**src/hw/ppu_pkg.sv**
```systemverilog
package ppu_pkg;

    // 640x480 visible, 800x525 total
    localparam int h_visible = 640;
    localparam int h_front   = 16;
    localparam int h_sync    = 96;
    localparam int h_total   = 800;

    localparam int v_visible = 480;
    localparam int v_front   = 10;
    localparam int v_sync    = 2;
    localparam int v_total   = 525;

    // outer bound of both boards, frame included
    localparam int board_x  = 234;
    localparam int board_w  = 173;
    localparam int board1_y = 67;
    localparam int board_h  = 173;
    localparam int board2_y = 240;

    // 10x10 grid inside each frame
    localparam int border_w    = 6;
    localparam int square_size = 16;
    localparam int grid_span   = 10 * square_size;
    localparam int col0        = board_x + border_w;
    localparam int row0_b0     = board1_y + border_w;
    localparam int row0_b1     = board2_y + border_w;

    typedef enum logic [1:0] {
        sq_empty = 2'd0,
        sq_miss  = 2'd1,
        sq_hit   = 2'd2,
        sq_ship  = 2'd3
    } square_state_e;

    typedef enum logic [1:0] {
        ship2 = 2'd0,
        ship3 = 2'd1,
        ship4 = 2'd2,
        ship5 = 2'd3
    } ship_type_e;

    // colours are rrrgggbb
    localparam logic [7:0] col_white   = 8'hff;
    localparam logic [7:0] col_frame   = 8'h92;
    localparam logic [7:0] col_grid    = 8'h49;
    localparam logic [7:0] col_water   = 8'h0b;
    localparam logic [7:0] col_miss_b0 = 8'hff;
    localparam logic [7:0] col_miss_b1 = 8'hfc;
    localparam logic [7:0] col_hit     = 8'he0;
    localparam logic [7:0] col_black   = 8'h00;
    localparam logic [7:0] col_ship2   = 8'h6d;
    localparam logic [7:0] col_ship3   = 8'hb6;
    localparam logic [7:0] col_ship4   = 8'h94;
    localparam logic [7:0] col_ship5   = 8'hd1;

endpackage

```
**src/hw/vga_timing.sv**
```systemverilog
`timescale 1ns/100ps
module vga_timing (
    input  logic       vga_clk,
    input  logic       rst_n,
    output logic [9:0] next_x,
    output logic [9:0] next_y,
    output logic       hs,
    output logic       vs,
    output logic       blank_n
);
    import ppu_pkg::*;

    logic [9:0] h_count;
    logic [9:0] v_count;
    logic [9:0] h_nxt;
    logic [9:0] v_nxt;
    logic       hs_nxt;
    logic       vs_nxt;
    logic       blank_nxt;
    // bit 0 lines up with the counters, bit 2 with the shader output
    logic [2:0] hs_pipe;
    logic [2:0] vs_pipe;
    logic [2:0] blank_pipe;

    always_comb begin
        h_nxt = h_count + 10'd1;
        v_nxt = v_count;
        if (h_count == 10'(h_total - 1)) begin
            h_nxt = '0;
            if (v_count == 10'(v_total - 1)) begin
                v_nxt = '0;
            end else begin
                v_nxt = v_count + 10'd1;
            end
        end
    end

    // decode the position the counters move to, so stage 0 matches them
    assign hs_nxt = !(h_nxt >= 10'(h_visible + h_front) &&
                      h_nxt < 10'(h_visible + h_front + h_sync));
    assign vs_nxt = !(v_nxt >= 10'(v_visible + v_front) &&
                      v_nxt < 10'(v_visible + v_front + v_sync));
    assign blank_nxt = (h_nxt < 10'(h_visible)) && (v_nxt < 10'(v_visible));

    always_ff @(posedge vga_clk or negedge rst_n) begin
        if (!rst_n) begin
            h_count    <= '0;
            v_count    <= '0;
            hs_pipe    <= '1;
            vs_pipe    <= '1;
            // stage 0 describes (0,0), which is visible
            blank_pipe <= 3'b001;
        end else begin
            h_count    <= h_nxt;
            v_count    <= v_nxt;
            hs_pipe    <= {hs_pipe[1:0], hs_nxt};
            vs_pipe    <= {vs_pipe[1:0], vs_nxt};
            blank_pipe <= {blank_pipe[1:0], blank_nxt};
        end
    end

    assign next_x  = h_count;
    assign next_y  = v_count;
    assign hs      = hs_pipe[2];
    assign vs      = vs_pipe[2];
    assign blank_n = blank_pipe[2];

    a_counter_range: assert property (@(posedge vga_clk) disable iff (!rst_n)
        (h_count < 10'(h_total)) && (v_count < 10'(v_total)));

endmodule

```
**src/hw/square_table.sv**
```systemverilog
`timescale 1ns/100ps
module square_table (
    input  logic                   vga_clk,
    input  logic                   rst_n,
    input  logic                   write_en,
    input  logic                   board,
    input  logic [6:0]             square_index,
    input  ppu_pkg::square_state_e square_state,
    input  ppu_pkg::ship_type_e    ship_type,
    input  logic [2:0]             ship_section,
    input  logic                   vert,
    input  logic                   square_sel,
    input  logic                   rd_board,
    input  logic [6:0]             rd_index,
    output ppu_pkg::square_state_e rd_state,
    output ppu_pkg::ship_type_e    rd_type,
    output logic [2:0]             rd_section,
    output logic                   rd_vert,
    output logic                   rd_sel
);
    import ppu_pkg::*;

    // entry is {state, type, section, vert, sel}
    logic [8:0] squares [0:1][0:99];
    logic [8:0] rd_entry;

    always_ff @(posedge vga_clk or negedge rst_n) begin
        if (!rst_n) begin
            squares <= '{default: '0};
        end else if (write_en) begin
            squares[board][square_index] <= {square_state, ship_type, ship_section,
                                             vert, square_sel};
        end
    end

    // indexes past 99 read as an empty square
    always_comb begin
        if (rd_index < 7'd100) begin
            rd_entry = squares[rd_board][rd_index];
        end else begin
            rd_entry = '0;
        end
    end

    assign rd_state   = square_state_e'(rd_entry[8:7]);
    assign rd_type    = ship_type_e'(rd_entry[6:5]);
    assign rd_section = rd_entry[4:2];
    assign rd_vert    = rd_entry[1];
    assign rd_sel     = rd_entry[0];

    a_write_index: assert property (@(posedge vga_clk) disable iff (!rst_n)
        write_en |-> (square_index < 7'd100));

endmodule

```
**src/hw/grid_locator.sv**
```systemverilog
`timescale 1ns/100ps
module grid_locator (
    input  logic       vga_clk,
    input  logic       rst_n,
    input  logic [9:0] next_x,
    input  logic [9:0] next_y,
    output logic       vis,
    output logic       in_game,
    output logic       in_grid,
    output logic       board_sel,
    output logic [6:0] square_index,
    output logic [3:0] off_x,
    output logic [3:0] off_y
);
    import ppu_pkg::*;

    logic       vis_c;
    logic       game_c;
    logic       col_c;
    logic       b0_c;
    logic       b1_c;
    logic [9:0] dx;
    logic [9:0] dy;
    logic [6:0] index_c;

    assign vis_c = (next_x < 10'(h_visible)) && (next_y < 10'(v_visible));

    // both boards and their frames as one rectangle
    assign game_c = (next_x >= 10'(board_x)) && (next_x < 10'(board_x + board_w)) &&
                    (next_y >= 10'(board1_y)) && (next_y < 10'(board2_y + board_h));

    assign col_c = (next_x >= 10'(col0)) && (next_x < 10'(col0 + grid_span));
    assign b0_c  = col_c && (next_y >= 10'(row0_b0)) && (next_y < 10'(row0_b0 + grid_span));
    assign b1_c  = col_c && (next_y >= 10'(row0_b1)) && (next_y < 10'(row0_b1 + grid_span));

    assign dx = next_x - 10'(col0);
    assign dy = b1_c ? (next_y - 10'(row0_b1)) : (next_y - 10'(row0_b0));

    // row * 10 + column, upper nibble of each offset picks the square
    always_comb begin
        if (b0_c || b1_c) begin
            index_c = {3'b000, dy[7:4]} * 7'd10 + {3'b000, dx[7:4]};
        end else begin
            index_c = '0;
        end
    end

    always_ff @(posedge vga_clk or negedge rst_n) begin
        if (!rst_n) begin
            vis          <= 1'b0;
            in_game      <= 1'b0;
            in_grid      <= 1'b0;
            board_sel    <= 1'b0;
            square_index <= '0;
            off_x        <= '0;
            off_y        <= '0;
        end else begin
            vis          <= vis_c;
            in_game      <= game_c;
            in_grid      <= b0_c || b1_c;
            board_sel    <= b1_c;
            square_index <= index_c;
            off_x        <= dx[3:0];
            off_y        <= dy[3:0];
        end
    end

    a_grid_index: assert property (@(posedge vga_clk) disable iff (!rst_n)
        in_grid |-> (square_index < 7'd100) && in_game);

endmodule

```
**src/hw/sprite_shader.sv**
```systemverilog
`timescale 1ns/100ps
module sprite_shader (
    input  logic                   vga_clk,
    input  logic                   rst_n,
    input  logic                   vis,
    input  logic                   in_game,
    input  logic                   in_grid,
    input  logic                   board_sel,
    input  logic [3:0]             off_x,
    input  logic [3:0]             off_y,
    input  ppu_pkg::square_state_e sq_state,
    input  ppu_pkg::ship_type_e    sq_type,
    input  logic [2:0]             sq_section,
    input  logic                   sq_vert,
    input  logic                   sq_sel,
    output logic [7:0]             r,
    output logic [7:0]             g,
    output logic [7:0]             b
);
    import ppu_pkg::*;

    logic       on_line;
    logic [3:0] len_off;
    logic [7:0] ship_col;
    logic [7:0] obj_col;
    logic [7:0] pix_c;
    logic [7:0] pix_q;

    function automatic logic in_window(input logic [3:0] v, input logic [3:0] lo,
                                       input logic [3:0] hi);
        return (v >= lo) && (v <= hi);
    endfunction

    assign on_line = (off_x == 4'd0) || (off_y == 4'd0);
    // offset along the ship's length
    assign len_off = sq_vert ? off_y : off_x;

    always_comb begin
        case (sq_type)
            ship2:   ship_col = col_ship2;
            ship3:   ship_col = col_ship3;
            ship4:   ship_col = col_ship4;
            default: ship_col = col_ship5;
        endcase
    end

    always_comb begin
        case (sq_state)
            sq_miss: begin
                if (in_window(off_x, 4'd6, 4'd9) && in_window(off_y, 4'd6, 4'd9)) begin
                    obj_col = board_sel ? col_miss_b1 : col_miss_b0;
                end else begin
                    obj_col = col_water;
                end
            end
            sq_hit: begin
                if (in_window(off_x, 4'd4, 4'd11) && in_window(off_y, 4'd4, 4'd11)) begin
                    obj_col = col_hit;
                end else begin
                    obj_col = col_water;
                end
            end
            // bow of the ship is dark
            sq_ship: obj_col = (sq_section == 3'd0 && len_off < 4'd4) ? col_black : ship_col;
            default: obj_col = col_water;
        endcase
    end

    always_comb begin
        if (!vis) begin
            pix_c = '0;
        end else if (!in_game) begin
            pix_c = col_white;
        end else if (!in_grid) begin
            pix_c = col_frame;
        end else if (on_line) begin
            pix_c = col_grid;
        end else begin
            pix_c = sq_sel ? ~obj_col : obj_col;
        end
    end

    always_ff @(posedge vga_clk or negedge rst_n) begin
        if (!rst_n) begin
            pix_q <= '0;
        end else begin
            pix_q <= pix_c;
        end
    end

    assign r = {pix_q[7:5], 5'b0};
    assign g = {pix_q[4:2], 5'b0};
    assign b = {pix_q[1:0], 6'b0};

endmodule

```
**src/hw/ppu.sv**
```systemverilog
`timescale 1ns/100ps
module ppu (
    input  logic                   vga_clk,
    input  logic                   rst_n,
    input  logic                   write_en,
    input  logic                   board,
    input  logic [6:0]             square_index,
    input  ppu_pkg::square_state_e square_state,
    input  ppu_pkg::ship_type_e    ship_type,
    input  logic [2:0]             ship_section,
    input  logic                   vert,
    input  logic                   square_sel,
    output logic [7:0]             r,
    output logic [7:0]             g,
    output logic [7:0]             b,
    output logic                   hs,
    output logic                   vs,
    output logic                   blank_n
);
    import ppu_pkg::*;

    logic [9:0]    next_x;
    logic [9:0]    next_y;
    // locator outputs, one cycle behind the counters
    logic          vis;
    logic          in_game;
    logic          in_grid;
    logic          board_sel;
    logic [6:0]    loc_index;
    logic [3:0]    off_x;
    logic [3:0]    off_y;
    // stored square under the current pixel
    square_state_e sq_state;
    ship_type_e    sq_type;
    logic [2:0]    sq_section;
    logic          sq_vert;
    logic          sq_sel;

    vga_timing u_timing (
        .vga_clk (vga_clk),
        .rst_n   (rst_n),
        .next_x  (next_x),
        .next_y  (next_y),
        .hs      (hs),
        .vs      (vs),
        .blank_n (blank_n)
    );

    square_table u_table (
        .vga_clk      (vga_clk),
        .rst_n        (rst_n),
        .write_en     (write_en),
        .board        (board),
        .square_index (square_index),
        .square_state (square_state),
        .ship_type    (ship_type),
        .ship_section (ship_section),
        .vert         (vert),
        .square_sel   (square_sel),
        .rd_board     (board_sel),
        .rd_index     (loc_index),
        .rd_state     (sq_state),
        .rd_type      (sq_type),
        .rd_section   (sq_section),
        .rd_vert      (sq_vert),
        .rd_sel       (sq_sel)
    );

    grid_locator u_locator (
        .vga_clk      (vga_clk),
        .rst_n        (rst_n),
        .next_x       (next_x),
        .next_y       (next_y),
        .vis          (vis),
        .in_game      (in_game),
        .in_grid      (in_grid),
        .board_sel    (board_sel),
        .square_index (loc_index),
        .off_x        (off_x),
        .off_y        (off_y)
    );

    sprite_shader u_shader (
        .vga_clk    (vga_clk),
        .rst_n      (rst_n),
        .vis        (vis),
        .in_game    (in_game),
        .in_grid    (in_grid),
        .board_sel  (board_sel),
        .off_x      (off_x),
        .off_y      (off_y),
        .sq_state   (sq_state),
        .sq_type    (sq_type),
        .sq_section (sq_section),
        .sq_vert    (sq_vert),
        .sq_sel     (sq_sel),
        .r          (r),
        .g          (g),
        .b          (b)
    );

endmodule

```
**config.mk**
```make
export PLATFORM = sky130hd
export DESIGN_NAME = ppu
export DESIGN_NICKNAME = d
export VERILOG_FILES = /design/src/hw/ppu_pkg.sv /design/src/hw/vga_timing.sv /design/src/hw/square_table.sv /design/src/hw/grid_locator.sv /design/src/hw/sprite_shader.sv /design/src/hw/ppu.sv
export SDC_FILE = /design/constraint.sdc
export NUM_CORES = 2
export LEC_CHECK = 0
export BUFFER_PORTS_ARGS = -buffer_cell sky130_fd_sc_hd__buf_2
export CAP_MARGIN = 15
export CORE_MARGIN = 2
export CORE_UTILIZATION = 35
export DETAILED_ROUTE_END_ITERATION = 12
export GPL_ROUTABILITY_DRIVEN = 0
export SLEW_MARGIN = 0
export SYNTH_ARGS = -nofsm -noshare
export SYNTH_HDL_FRONTEND = slang
export SYNTH_SLANG_ARGS = --single-unit
```
**constraint.sdc**
```tcl
create_clock -name vga_clk -period 3.9 [get_ports vga_clk]
set_clock_uncertainty 0.05 [all_clocks]
set_input_delay 0.585 -clock vga_clk [delete_from_list [all_inputs] [get_ports vga_clk]]
set_output_delay 0.585 -clock vga_clk [all_outputs]
set_load 0.005 [all_outputs]
```
==> summary.md <==
| Metric | Value |
|---|---|
| Outcome | `complete, but fails checks` |
| Failing checks | `setup timing` |
| Die ar. | `245,000 um^2` |
| Initial antenna violation count | `15` |
| Crit end category | `register` |
| Synthesis warning total | `0` |
| PwrDens | `427 nW/um^2` |
| Tmin final | `4.02 ns` |
| Worst r2r dst | `u_shader.pix_q[0]` |
| Most used DFF post-synth | `dfrtp_1` |
| Worst Max-Slew Pin Slew | `1.31 ns` |
| Worst setup margin | `-0.117 ns` |
| GRT overflow | `0` |
| Clk slew on worst S/H paths | `0.07 ns` |
| Cells on worst reg2reg path | `13` |
| LEAKAGE | `0.0462 uW` |
| Seq pwr share | `0.490` |
| Post-Syn Area | `84,200 um^2` |
| Core Footprint | `240,000 um^2` |
| Detailed Routing Iterations Pass 1 | `7` |
| CTS tree | `built` |
| DP HPWL | `168,000 um` |
| Internal power | `32,200 uW` |
| First-pass GRT wire length | `378,000 um` |
| Peak Freq | `249 MHz` |
| Slowest CP cell | `dfrtp_4` |
| Nets | `6,136` |
| Routed Wire Length | `253,000 um` |
| Longest Clk Path Bufs | `3` |
| P_sw | `9850 uW` |
| Setup violators final | `5` |
| Post-synthesis xor/xnor area fraction | `0.00260` |
| Slew Viols, Final | `0` |
| Clock sink count | `1,856` |
| Crit path cell chain | `buf_12, buf_4, buf_12, mux4_2, mux2i_1, a2111oi_2, a211oi_1, buf_4, a211oi_4, o211a_1, o221a_4, o311a_1, a211oi_2` |
| Sw Ratio | `0.234` |
| Mux share of post-synthesis cell area | `0.344` |
| Setup slack, reg-to-reg | `-0.12 ns` |
| Port buffer count | `30` |
| VDD IR max | `0.479 mV` |
| Number of synthesized register bits | `1,856` |
| Top cell type's share of synthesized area | `0.549` |
| Slew margin rel. | `0.125` |
| Die width | `495 um` |
| Starting Density | `0.351` |
| GRT Util Overall | `0.207` |
| Area grow syn2layout | `17.0%` |
| Multi-input combinational cell area | `36,100 um^2` |
| Critical path fanouts, max | `23` |
| Setup_tns | `-0.312 ns` |
| Final hold vios | `0` |
| Crit path kind | `register to register` |
| Clock power share | `0.448` |
| Post-route cell area | `98,600 um^2` |
| Compound-Gate Fraction of Synth Area | `0.0313` |
| Main combinational cell family by area after synthesis | `multiplexers` |
| Most common cell after layout, fill and taps aside | `dfrtp_1` |
| Worst Hold Class | `input pin to asynchronous set/reset pin` |
| Max Cap Viol | `0` |
| Max incr delay on CP | `0.52 ns` |
| Synth Area in Adders | `0.00493` |
| Unrepaired setup endpoints after global routing | `yes` |
| Avg Cell Area, Syn | `14.8 um^2` |
| Largest net degree at the start of global routing | `146` |
| Vias/cell | `5.53` |
| DR WL/cell | `26.9 um` |
| FILL cells | `21,900` |
| WP data arrival | `4.72 ns` |
| Vias in the first global route | `54,600` |
| Final Util | `0.411` |
| Synth Area in Simple Gates | `0.0410` |
| Placed inst area | `91,200 um^2` |
| Worst path bufs/invs | `4` |
| Power share of the combinational group | `0.063` |
| Antenna Nets Post-Route | `0` |
| Layout cell share with drive strength beyond 1 | `0.500` |
| Site Rows | `180` |
| Worst-skew pair later-pin latency | `0.84 ns` |
| DRC | `0` |
| Ranking of synthesized cells by area | `dfrtp_1, mux2_2, mux4_2` |
| Asr flop ratio synth | `1.00` |
| Cell taking the most area after synthesis | `dfrtp_1` |
| Cell family with most CP delay | `compound AO/OA/AOI/OAI gates` |
| Period utilization | `1.03` |
| Sequential fraction of the synthesis area | `0.551` |
| Die height | `495 um` |
| Register area | `46,500 um^2` |
| Critical R2R Launch | `u_locator.board_sel` |
| Mapped Cells | `5,710` |
| Startpoint types | `register` |
| CTS H-tree depth | `4` |
| Commonest non-fill, non-tap cells in the layout | `dfrtp_1, mux2_2, buf_4, mux4_2, nor2_1` |
| Num CTS Buffers | `194` |
| Netlist cell types | `93` |
| EDFF count, synth | `0` |
| Clock root cell | `clkbuf_16` |
| Num ports | `47` |
| Worst Path Required | `4.60 ns` |
| DRT iter0 DRCs | `4,183` |
| Vias | `52,200` |
[registers in the layout (all words and copies together) (netlist names), 3 cells and up]
register,cells
u_timing.blank_pipe,3
u_timing.hs_pipe,3
u_timing.vs_pipe,3
u_locator.square_index,7
u_table.squares,1800
u_shader.pix_q,8
u_locator.off_x,4
u_locator.off_y,4
u_timing.next_x,10
u_timing.next_y,10
[cells by family (layout without fill, tap and decap cells)]
group | Yosys count | count (layout)
adders and majority gates | 32 | 32
xor gates and xnor gates | 25 | 25
muxes | 2240 | 2240
DFF | 1856 | 1856
buffers and inverters | 438 | 948
AOI/OAI and AO/OA | 383 | 383
other | 1 | 21
and+or+nand+nor | 735 | 735
[power by group through the flow]
stage / logic, uW / registers (uW) / clock network (uW)
floorplan: 1530 / 20800 / 0
global placement: 2570 / 20900 / 0
detailed placement: 2640 / 20900 / 0
CTS: 2670 / 20600 / 19200
global route: 2860 / 20700 / 20100
finish: 2640 / 20600 / 18800
[layout make-up]
cell class | count | share of cell area
tap | 3185 | 0.0404
timing repair buffer | 575 | 0.0547
multi-input combinational | 3431 | 0.366
clock buffer | 289 | 0.0582
clock inverter | 58 | 0.00773
inverter | 26 | 0.00102
sequential | 1856 | 0.471
antenna | 5 | 0.000127
[metrics by stage]
step	hold WS [ns]	total power (uW)	instances	worst slack, ns
floorplan	0.239	22300	5725	-0.00160
global placement	0.290	23500	9039	-0.331
detailed placement	0.289	23600	9039	-0.392
CTS	0.190	42500	9412	-0.0300
global route	0.217	43600	9423	-0.178
finish	0.229	42100	9425	-0.117
[metal layers]
metal | track usage | vias up | routed length, um
met5 | 0 | - | 23
met4 | 0.0890 | 4 | 11300
met3 | 0.0360 | 456 | 14200
met2 | 0.326 | 1475 | 119000
met1 | 0.281 | 28300 | 109000
li1 | - | 21900 | -
[cells in the mapped netlist, drive strengths merged (7+ instances only)]
| master | number |
|---|---|
| a2111oi | 7 |
| a211o | 7 |
| a211oi | 39 |
| a21o | 7 |
| a21oi | 93 |
| a221oi | 9 |
| a22oi | 34 |
| a31oi | 15 |
| and2 | 11 |
| buf | 136 |
| clkbuf | 276 |
| dfrtp | 1849 |
| dfstp | 7 |
| ha | 30 |
| inv | 26 |
| mux2 | 1816 |
| mux2i | 84 |
| mux4 | 340 |
| nand2 | 185 |
| nand2b | 16 |
| nand3 | 31 |
| nor2 | 244 |
| nor2b | 24 |
| nor3 | 110 |
| nor3b | 8 |
| nor4 | 48 |
| nor4b | 10 |
| o211ai | 7 |
| o21ai | 55 |
| o22ai | 16 |
| o311ai | 8 |
| o31ai | 19 |
| xnor2 | 16 |
| xor2 | 9 |
[worst max-delay path by stage]
| stage | start | endpoint | slack, ns | depth (start not counted) |
|---|---|---|---|---|
| after floorplan | u_locator.board_sel | u_shader.pix_q[5] | -0.002 | 17 |
| after global placement | u_locator.square_index[0] | u_shader.pix_q[0] | -0.33 | 12 |
| after detailed placement | u_locator.square_index[0] | u_shader.pix_q[0] | -0.39 | 11 |
| after CTS | u_locator.board_sel | u_shader.pix_q[5] | -0.03 | 13 |
| after global routing | u_locator.board_sel | u_shader.pix_q[6] | -0.18 | 11 |
| final | u_locator.board_sel | u_shader.pix_q[0] | -0.12 | 13 |
[worst register-to-register path: cells and delay by family, from the launching register on]
family | cells | cell delay [ns]
buffers and inverters | 4 | 0.70
DFF | 1 | 0.52
muxes | 2 | 0.93
AOI/OAI and AO/OA | 7 | 1.72
[timing repair]
action	4_1_cts	5_1_grt
buffers inserted	22	8
hold endpoints to repair	129	0
endpoints found under the setup margin	8	9
cloned	5	0
resized for setup	60	41
hold buffers	1	0
pin swaps	15	16
No activity file was read; power rests on OpenSTA's default activity.
